--- src/rtl/nntp_rule_pkg.sv ---
package nntp_rule_pkg;

  // Stream id width and number of stream slots
  localparam int STREAM_ID_W = 6;
  localparam int NUM_STREAMS = 64;

  // Keyword rules running side by side
  localparam int NUM_RULES = 2;

  // Match progress through a keyword, 0 means nothing matched yet
  typedef logic [3:0] dfa_state_t;

  // One payload byte per cycle
  typedef struct packed {
    logic [7:0] data;
    logic       vld;
    // Marks the last byte of the packet
    logic       eop;
  } char_beat_t;

  // Start of packet strobe with its stream
  typedef struct packed {
    logic                   sop;
    logic [STREAM_ID_W-1:0] stream_id;
  } pkt_ctrl_t;

  // Tracker to rule context, one per rule
  typedef struct packed {
    logic                   load;
    logic                   new_stream;
    logic [STREAM_ID_W-1:0] stream_id;
    logic                   enable;
  } rule_ctx_ctrl_t;

  // Software write of a stream's rule enable mask
  typedef struct packed {
    logic                   wr;
    logic [STREAM_ID_W-1:0] stream_id;
    logic [NUM_RULES-1:0]   mask;
  } cfg_wr_t;

  // Packets that matched a rule
  typedef logic [15:0] rule_count_t;

endpackage

--- src/rtl/keyword_dfa.sv ---
`timescale 1ns/1ps

module keyword_dfa #(
  parameter int                       KEYWORD_LEN = 8,
  parameter logic [8*KEYWORD_LEN-1:0] KEYWORD     = "AUTHINFO"
) (
  input  logic                      clk,
  input  logic                      rst_n,
  input  logic [7:0]                char_in,
  input  logic                      char_vld,
  input  nntp_rule_pkg::dfa_state_t state_in,
  input  logic                      state_vld,
  output nntp_rule_pkg::dfa_state_t state_out,
  output logic                      accept
);
  import nntp_rule_pkg::*;

  dfa_state_t next_state;
  logic       next_accept;
  logic       last_byte;

  // Keyword byte at a given progress
  // String literals are right aligned, so the first character sits highest
  function automatic logic [7:0] kw_byte(input dfa_state_t idx);
    return KEYWORD[8*(KEYWORD_LEN-1-int'(idx)) +: 8];
  endfunction

  // Current progress points at the final keyword character
  assign last_byte = (state_out == dfa_state_t'(KEYWORD_LEN - 1));

  always_comb
  begin
    next_state  = state_out;
    next_accept = 1'b0;
    // Restored state wins over a character
    if (state_vld)
      next_state = state_in;
    else if (char_vld)
    begin
      if (char_in == kw_byte(state_out))
      begin
        // Full keyword seen, pulse accept and start over
        next_state  = last_byte ? dfa_state_t'(0) : state_out + 1'b1;
        next_accept = last_byte;
      end
      // Mismatch, the byte may still open a new keyword
      else if (char_in == kw_byte(dfa_state_t'(0)))
        next_state = dfa_state_t'(1);
      else
        next_state = '0;
    end
  end

  always_ff @(posedge clk)
  begin
    if (!rst_n)
    begin
      state_out <= '0;
      accept    <= 1'b0;
    end
    else
    begin
      state_out <= next_state;
      accept    <= next_accept;
    end
  end

  // Saved progress from the context memory must lie inside the keyword
  assert property (@(posedge clk) disable iff (!rst_n)
    state_vld |-> (state_in < KEYWORD_LEN))
    else $error("keyword_dfa: restored state %0d not below %0d", state_in, KEYWORD_LEN);

  // Restore lands before the first byte of the packet reaches the engine
  assert property (@(posedge clk) disable iff (!rst_n)
    !(state_vld && char_vld))
    else $error("keyword_dfa: state load and character in the same cycle");

endmodule

--- src/rtl/nntp_rule_top.sv ---
`timescale 1ns/1ps

module nntp_rule_top #(
  // Rule 0 keyword
  parameter int                    AUTH_LEN     = 8,
  parameter logic [8*AUTH_LEN-1:0] AUTH_KEYWORD = "AUTHINFO",
  // Rule 1 keyword
  parameter int                    XHDR_LEN     = 4,
  parameter logic [8*XHDR_LEN-1:0] XHDR_KEYWORD = "XHDR"
) (
  input  logic                                    clk,
  input  logic                                    rst_n,
  input  nntp_rule_pkg::pkt_ctrl_t                pkt,
  input  nntp_rule_pkg::char_beat_t               beat,
  input  nntp_rule_pkg::cfg_wr_t                  cfg,
  output nntp_rule_pkg::rule_count_t              counts [nntp_rule_pkg::NUM_RULES],
  output logic [nntp_rule_pkg::NUM_RULES-1:0]     fired
);
  import nntp_rule_pkg::*;

  // Per-rule load and context from the tracker
  rule_ctx_ctrl_t ctrl [NUM_RULES];

  // Common aligned beat shared by all rules
  char_beat_t beat_d;

  stream_tracker u_tracker (
    .clk    (clk),
    .rst_n  (rst_n),
    .pkt    (pkt),
    .beat   (beat),
    .cfg    (cfg),
    .ctrl   (ctrl),
    .beat_d (beat_d)
  );

  // AUTHINFO login command
  stream_rule_ctx #(
    .KEYWORD_LEN (AUTH_LEN),
    .KEYWORD     (AUTH_KEYWORD)
  ) u_ctx_authinfo (
    .clk   (clk),
    .rst_n (rst_n),
    .ctrl  (ctrl[0]),
    .beat  (beat_d),
    .count (counts[0]),
    .fired (fired[0])
  );

  // XHDR header fetch command
  stream_rule_ctx #(
    .KEYWORD_LEN (XHDR_LEN),
    .KEYWORD     (XHDR_KEYWORD)
  ) u_ctx_xhdr (
    .clk   (clk),
    .rst_n (rst_n),
    .ctrl  (ctrl[1]),
    .beat  (beat_d),
    .count (counts[1]),
    .fired (fired[1])
  );

endmodule

--- src/rtl/stream_rule_ctx.sv ---
`timescale 1ns/1ps

module stream_rule_ctx #(
  parameter int                       KEYWORD_LEN = 8,
  parameter logic [8*KEYWORD_LEN-1:0] KEYWORD     = "AUTHINFO"
) (
  input  logic                          clk,
  input  logic                          rst_n,
  input  nntp_rule_pkg::rule_ctx_ctrl_t ctrl,
  input  nntp_rule_pkg::char_beat_t     beat,
  output nntp_rule_pkg::rule_count_t    count,
  output logic                          fired
);
  import nntp_rule_pkg::*;

  // Saved progress per stream
  dfa_state_t state_mem [NUM_STREAMS];

  // Packet context latched at load, used again at eop
  logic [STREAM_ID_W-1:0] ctx_id;
  logic                   ctx_en;
  logic                   ctx_new;

  // Restore value for the engine
  dfa_state_t state_in;
  logic       state_in_vld;

  // Boundary registers around the engine
  logic [7:0] char_in_r;
  logic       char_vld_r;
  dfa_state_t state_in_r;
  logic       state_vld_r;
  dfa_state_t state_out;
  logic       accept;
  dfa_state_t state_out_r;
  logic       accept_r;

  // eop follows the byte through tracker, boundary and engine stages
  logic eop_d1;
  logic eop_d2;
  logic eop_d3;

  // Restore strobe and latched context
  always_ff @(posedge clk)
  begin
    if (!rst_n)
    begin
      state_in_vld <= 1'b0;
      ctx_en       <= 1'b0;
      ctx_new      <= 1'b0;
    end
    else
    begin
      state_in_vld <= ctrl.load;
      if (ctrl.load)
      begin
        ctx_en  <= ctrl.enable;
        ctx_new <= ctrl.new_stream;
      end
    end
  end

  // New stream starts from zero, a known one picks up where it left off
  always_ff @(posedge clk)
  begin
    if (ctrl.load)
    begin
      state_in <= ctrl.new_stream ? dfa_state_t'(0) : state_mem[ctrl.stream_id];
      ctx_id   <= ctrl.stream_id;
    end
  end

  // State save at the aligned eop
  always_ff @(posedge clk)
  begin
    if (eop_d3)
    begin
      if (ctx_en)
        state_mem[ctx_id] <= state_out_r;
      // First packet of a disabled stream leaves the slot at its fresh value
      else if (ctx_new)
        state_mem[ctx_id] <= '0;
    end
  end

  // Valid and eop pipeline
  always_ff @(posedge clk)
  begin
    if (!rst_n)
    begin
      char_vld_r  <= 1'b0;
      state_vld_r <= 1'b0;
      accept_r    <= 1'b0;
      eop_d1      <= 1'b0;
      eop_d2      <= 1'b0;
      eop_d3      <= 1'b0;
    end
    else
    begin
      char_vld_r  <= beat.vld;
      state_vld_r <= state_in_vld;
      accept_r    <= accept;
      eop_d1      <= beat.vld & beat.eop;
      eop_d2      <= eop_d1;
      eop_d3      <= eop_d2;
    end
  end

  // Boundary data registers
  always_ff @(posedge clk)
  begin
    char_in_r   <= beat.data;
    state_in_r  <= state_in;
    state_out_r <= state_out;
  end

  keyword_dfa #(
    .KEYWORD_LEN (KEYWORD_LEN),
    .KEYWORD     (KEYWORD)
  ) u_dfa (
    .clk       (clk),
    .rst_n     (rst_n),
    .char_in   (char_in_r),
    .char_vld  (char_vld_r),
    .state_in  (state_in_r),
    .state_vld (state_vld_r),
    .state_out (state_out),
    .accept    (accept)
  );

  // Speculative match flag and the packet count
  always_ff @(posedge clk)
  begin
    if (!rst_n)
    begin
      count <= '0;
      fired <= 1'b0;
    end
    else
    begin
      if (ctrl.load)
        fired <= 1'b0;
      if (accept_r)
        fired <= 1'b1;
      if (eop_d3)
      begin
        // A match on the last byte has not reached fired yet
        if (ctx_en)
          count <= count + rule_count_t'(fired | accept_r);
        else
          fired <= 1'b0;
      end
    end
  end

  // Context of the previous packet must settle before the next load
  assert property (@(posedge clk) disable iff (!rst_n)
    ctrl.load |-> !(beat.vld && beat.eop) && !eop_d1 && !eop_d2 && !eop_d3)
    else $error("stream_rule_ctx: load while previous eop still pending");

endmodule

--- src/rtl/stream_tracker.sv ---
`timescale 1ns/1ps

module stream_tracker (
  input  logic                          clk,
  input  logic                          rst_n,
  input  nntp_rule_pkg::pkt_ctrl_t      pkt,
  input  nntp_rule_pkg::char_beat_t     beat,
  input  nntp_rule_pkg::cfg_wr_t        cfg,
  output nntp_rule_pkg::rule_ctx_ctrl_t ctrl [nntp_rule_pkg::NUM_RULES],
  output nntp_rule_pkg::char_beat_t     beat_d
);
  import nntp_rule_pkg::*;

  // Streams that already had a packet since reset
  logic [NUM_STREAMS-1:0] seen;

  // Rule enables per stream, written by software
  logic [NUM_RULES-1:0] enable_mask [NUM_STREAMS];

  always_ff @(posedge clk)
  begin
    if (!rst_n)
    begin
      seen <= '0;
      for (int s = 0; s < NUM_STREAMS; s++)
      begin
        enable_mask[s] <= '0;
      end
    end
    else
    begin
      // Marked after the lookup, so the first packet still sees it as new
      if (pkt.sop)
        seen[pkt.stream_id] <= 1'b1;
      if (cfg.wr)
        enable_mask[cfg.stream_id] <= cfg.mask;
    end
  end

  // Load one cycle after sop, same stream info for every rule
  always_ff @(posedge clk)
  begin
    for (int r = 0; r < NUM_RULES; r++)
    begin
      ctrl[r].new_stream <= !seen[pkt.stream_id];
      ctrl[r].stream_id  <= pkt.stream_id;
      // Each rule gets its own bit of the mask
      ctrl[r].enable     <= enable_mask[pkt.stream_id][r];
      if (!rst_n)
        ctrl[r].load <= 1'b0;
      else
        ctrl[r].load <= pkt.sop;
    end
  end

  // Beats delayed one cycle to line up with the load
  always_ff @(posedge clk)
  begin
    beat_d.data <= beat.data;
    if (!rst_n)
    begin
      beat_d.vld <= 1'b0;
      beat_d.eop <= 1'b0;
    end
    else
    begin
      beat_d.vld <= beat.vld;
      beat_d.eop <= beat.vld & beat.eop;
    end
  end

  // Restore has to reach each engine before the first byte
  assert property (@(posedge clk) disable iff (!rst_n)
    pkt.sop |-> !beat.vld ##1 !beat.vld)
    else $error("stream_tracker: beat within 2 cycles of sop on stream %0d",
                $past(pkt.stream_id));

endmodule

--- config.mk ---
export PLATFORM = sky130hd
export DESIGN_NAME = nntp_rule_top
export DESIGN_NICKNAME = d
export VERILOG_FILES = /design/src/rtl/nntp_rule_pkg.sv /design/src/rtl/keyword_dfa.sv /design/src/rtl/nntp_rule_top.sv /design/src/rtl/stream_rule_ctx.sv /design/src/rtl/stream_tracker.sv
export SDC_FILE = /design/constraint.sdc
export NUM_CORES = 1
export LEC_CHECK = 0
export BUFFER_PORTS_ARGS = -buffer_cell sky130_fd_sc_hd__buf_4
export CAP_MARGIN = 20
export CORE_ASPECT_RATIO = 1.2
export CORE_MARGIN = 1
export CORE_UTILIZATION = 45
export DETAILED_ROUTE_END_ITERATION = 10
export GPL_TIMING_DRIVEN = 0
export HOLD_SLACK_MARGIN = 0.03
export SLEW_MARGIN = 20
export SYNTH_ARGS = -nofsm -noshare
export SYNTH_HDL_FRONTEND = slang
export SYNTH_HIERARCHICAL = 1
export SYNTH_SLANG_ARGS = --single-unit
--- constraint.sdc ---
create_clock -name clk -period 4.2 [get_ports clk]
set_input_delay 0 -clock clk [delete_from_list [all_inputs] [get_ports clk]]
set_output_delay 0 -clock clk [all_outputs]
set_load 0.02 [all_outputs]
==> results.txt <==
* Site Rows: 110
* Die Span X: 254.8 um
- Worst vdd rail ir drop: 0.2964 mV
- Overall overflow remaining after global route: 0
- Across all hold checks on the routed design, the worst slack comes to 0.07471 ns.
- The critical path ends at u_ctx_authinfo/state_in[2]$_SDFFCE_PP0P_.
* Clock tree from TritonCTS: done
* Layout overhead on the synthesized area: 15.11%
- Setup TNS: 0 ns
- STA puts the critical path data required time at 4.58 ns.
- Synth warnings: 6
* Io pins: 62
- The detail route stage leaves a number of antenna-violating nets equal to 0.
- For this run, the detailed router's first-pass iteration total came to 6.
- Worst Reg-to-Reg Cells: 8
* Static leakage: 13.46 nW
- Timing analysis after detailed placement gives a worst setup slack of 1.254 ns.
- For this run, design rule violations remaining after detail routing come to 0.
* Number of clock sinks: 838
- The internal power of the cells totals 14.00 mW.
- Total number of vias: 20.82k
* CTS H-Tree Depth: 3
- Total wire length: 87420 um
* Power per Cell Area: 450.8 mW/mm^2
- Vias in the first global route: 21.44k
- The floorplan step defined a die boundary enclosing 0.07780 sq mm.
- The flow ran to the end, and the final reports show no timing, DRC or antenna violations.
* Total setup buffers inserted after CTS: 0
* Largest net degree at the start of global routing: 44
- In this run the power spent charging and discharging nets is 3.902 mW.
- Setup repair after global routing left no endpoint under its margin.
- Startpoint of the most critical register-to-register path: u_tracker/ctrl[3]$_DFF_P_
- The longest clock path from root to sink contains 3 buffers.
- In this run the worst path has a maximum fanout of 10.
- Counting flops and latches in the post-synthesis netlist gives 838.
- The number of antenna violations at the first check in global routing is 1.
* Minimum setup slack in the final design: 1.207 ns
- Average vias per placed instance: 5.733
- Die Y-Extent: 305.4 um
* Predominant post-synthesis flop cell: sky130_fd_sc_hd__edfxtp_1
- After clock tree synthesis, the clock-pin slew on the worst setup and hold paths is 0.06 ns.
* Syn nets: 2396
* Proportion of synthesized flip-flops having asynchronous set or reset: 0
- Headroom to the max-slew limit: 0.3124
* Placed Cells: 3437
- Wire length of the first global-routing pass: 132500 um
- Subtracting the final worst setup slack from the clock period gives 2.993 ns.
- In this run, synthesis inferred 660 flip-flops with an integrated enable.
- Synthesized area: 0.03451 sq mm
* Commonest non-fill, non-tap cells in the layout: 660 x sky130_fd_sc_hd__edfxtp_1, 346 x sky130_fd_sc_hd__nor2_1, 178 x sky130_fd_sc_hd__dfxtp_1
- Commonest non-fill, non-tap cell in the layout: sky130_fd_sc_hd__edfxtp_1
* # diodes: 0
- After layout, the design draws a total of 17.91 mW.
- Fin Clk Skew: 0.01598 ns
- Placed wire-length estimate after detailed placement: 59700 um
- Final setup violation count: 0
- Number of standard cells in the layout, taps in and fillers out: 3632
* Total global-route track usage: 0.2288
- Port buffering added 57 buffers.
- At the end of the flow, the number of nets in the layout was 2588.
- Routability-driven placement finished with a final weighted congestion of 0.8819.
* Type of the worst setup path: flop to flop
- Worst R2R Setup Slack: 1.21 ns
- The tree is rooted in a sky130_fd_sc_hd__clkbuf_16.
- Leading cell types by total area after synthesis: sky130_fd_sc_hd__edfxtp_1 57%, sky130_fd_sc_hd__dfxtp_1 10%, sky130_fd_sc_hd__mux4_2 8.7%, sky130_fd_sc_hd__nor2_1 3.8%, sky130_fd_sc_hd__nand2_1 1.9%
* Number of violations reported at the end of detailed-routing iteration 0: 1999
- Share of layout cells above drive strength 1: 0.1825
* Number of buffers added by the clock tree synthesis step: 85
* Mean routed wirelength per cell: 24.07 um
- After floorplanning, the core was sized to cover 0.07542 sq mm.
- STA puts the critical path data arrival time at 3.38 ns.
- Of the total power, the share spent switching nets is 0.2179.
- Avg Synthesized Cell Area: 14.63 sq um
* Starting utilization of the core area: 0.4575
- The final count of hold timing violations was 0.
- End of the worst register-to-register path: u_ctx_authinfo/state_in[2]$_SDFFCE_PP0P_
- The worst setup path is launched from a flop.
* Share of Yosys cell area claimed by the top area cell type: 0.5743
* Endpoint type of the worst setup path: flop
- Max-capacitance violation count: 0
- In the finished design, the share of the clock period the worst path needs comes to 0.7126.
* Critical path startpoint: u_tracker/ctrl[3]$_DFF_P_
- Netlist cell types: 90
- The share of the Yosys chip area taken by registers is 0.6776.
- Seq pwr share: 0.507
- Achievable clock frequency: 0.3341 GHz
* Min-Delay Path Class: input pin to flop
- Final max-slew violation count: 0
* Comb power frac: 0.055
* Share of power burned in the clock network: 0.438
- Skew-Pair Late Insertion Delay: 0.64 ns
- Slew at the pin closest to its max-slew limit: 1.029 ns
* Cell taking the most area after synthesis: sky130_fd_sc_hd__edfxtp_1
- The cell count after synthesis came out at 2359.
## flip-flops by register name (all words and copies together), names as in the netlist, 10 cells and up
name	count
u_tracker/ctrl	10
u_ctx_xhdr/count	16
u_tracker/enable_mask	128
u_tracker/seen	64
u_ctx_authinfo/count	16
u_ctx_xhdr/state_mem	256
u_tracker/beat_d	10
u_ctx_authinfo/state_mem	256
## Yosys cell counts, types with 14 or more instances
library cell               instances
sky130_fd_sc_hd__inv_1            21
sky130_fd_sc_hd__dfxtp_1         178
sky130_fd_sc_hd__o21ai_0          14
sky130_fd_sc_hd__nand4_1          21
sky130_fd_sc_hd__buf_2            25
sky130_fd_sc_hd__nand2_1         175
sky130_fd_sc_hd__xor2_1           14
sky130_fd_sc_hd__o21a_1           33
sky130_fd_sc_hd__edfxtp_1        660
sky130_fd_sc_hd__clkbuf_1         71
sky130_fd_sc_hd__nor3_1           36
sky130_fd_sc_hd__nand3_1          46
sky130_fd_sc_hd__mux2_2           14
sky130_fd_sc_hd__buf_4            22
sky130_fd_sc_hd__buf_6            15
sky130_fd_sc_hd__a22oi_1          19
sky130_fd_sc_hd__and3_1           14
sky130_fd_sc_hd__mux2i_1          50
sky130_fd_sc_hd__nand2b_1         21
sky130_fd_sc_hd__and2_1           45
sky130_fd_sc_hd__o221ai_1         26
sky130_fd_sc_hd__xnor2_1          19
sky130_fd_sc_hd__mux4_2          134
sky130_fd_sc_hd__nor2_1          346
sky130_fd_sc_hd__nor2b_1          56
sky130_fd_sc_hd__o22ai_1          30
sky130_fd_sc_hd__a21oi_1          69
## routing by layer
metal  up-vias  part of all wire  global-route usage  routed length, um
li1       9303                 -                   -                  -
met1     10540              0.40              0.2951              35230
met2       801              0.50              0.3856              43970
met3       172             0.060             0.03423               5241
met4         2             0.034             0.09233               2973
met5         -           0.00015                   0                 13
## area by class of cell
cell class | count | area [sq um]
fill | 6271 | 35700
sequential | 838 | 23380
multi-input combinational | 1349 | 10210
clock buffer | 108 | 2316
tap | 1008 | 1261
timing repair buffer | 105 | 991.0
buffer | 145 | 852.1
clock inverter | 52 | 609.3
inverter | 27 | 101.3
## power groups by stage
stage,Sequential [mW],Combinational (mW),Clock (mW)
3_5_place_dp,9.25,0.951,0
5_1_grt,9.08,1.05,8.31
2_1_floorplan,9.21,0.625,0
4_1_cts,9.07,0.979,8.00
3_3_place_gp,9.25,0.929,0
6_report,9.07,0.986,7.85
## metrics by stage
step                instance area [sq um]    util
floorplan                           34510       -
global placement                    36200  0.4799
detailed placement                  36450  0.4832
CTS                                 39720  0.5267
global route                        39720  0.5267
finish                              39720  0.5267
## critical path, cell delays in order, from the launching register on
cell,delay (ns)
sky130_fd_sc_hd__dfxtp_1,0.49
sky130_fd_sc_hd__buf_4,0.18
sky130_fd_sc_hd__buf_2,0.29
sky130_fd_sc_hd__buf_1,0.74
sky130_fd_sc_hd__mux4_2,0.43
sky130_fd_sc_hd__mux2i_1,0.27
sky130_fd_sc_hd__nand3_1,0.14
sky130_fd_sc_hd__nand4_1,0.11
sky130_fd_sc_hd__nand2_1,0.08
## logic make-up after synthesis
logic type               after synthesis  synth area share
XOR/XNOR                              34          0.008847
buffers and inverters                172           0.02763
flip-flops                           838            0.6776
multiplexers                         207            0.1134
adder cells (fa/ha/maj)                9          0.003263
AO/OA/AOI/OAI                        258           0.05305
AND/OR/NAND/NOR                      841            0.1162
## how the worst min path moves through the flow
| stage | cells past startpoint | slack, ns | end | startpoint |
|---|---|---|---|---|
| floorplan | 0 | 0.03 | u_tracker/beat_d[2]$_DFF_P_ | beat[2] |
| global placement | 1 | 0.11 | u_tracker/beat_d[4]$_DFF_P_ | beat[4] |
| detailed placement | 1 | 0.11 | u_tracker/beat_d[8]$_DFF_P_ | beat[8] |
| CTS | 2 | 0.04 | u_tracker/ctrl[4]$_DFF_P_ | pkt[3] |
| global route | 2 | 0.07 | u_tracker/ctrl[6]$_DFF_P_ | pkt[5] |
| finish | 2 | 0.07 | u_tracker/ctrl[4]$_DFF_P_ | pkt[3] |
## what timing repair did
action                     in CTS  in global routing
gates resized for setup         0                  0
setup endpoints to repair       0                  0
hold endpoints to repair      170                  0
hold buffers                   35                  0
Power figures use the tool's default switching activity.
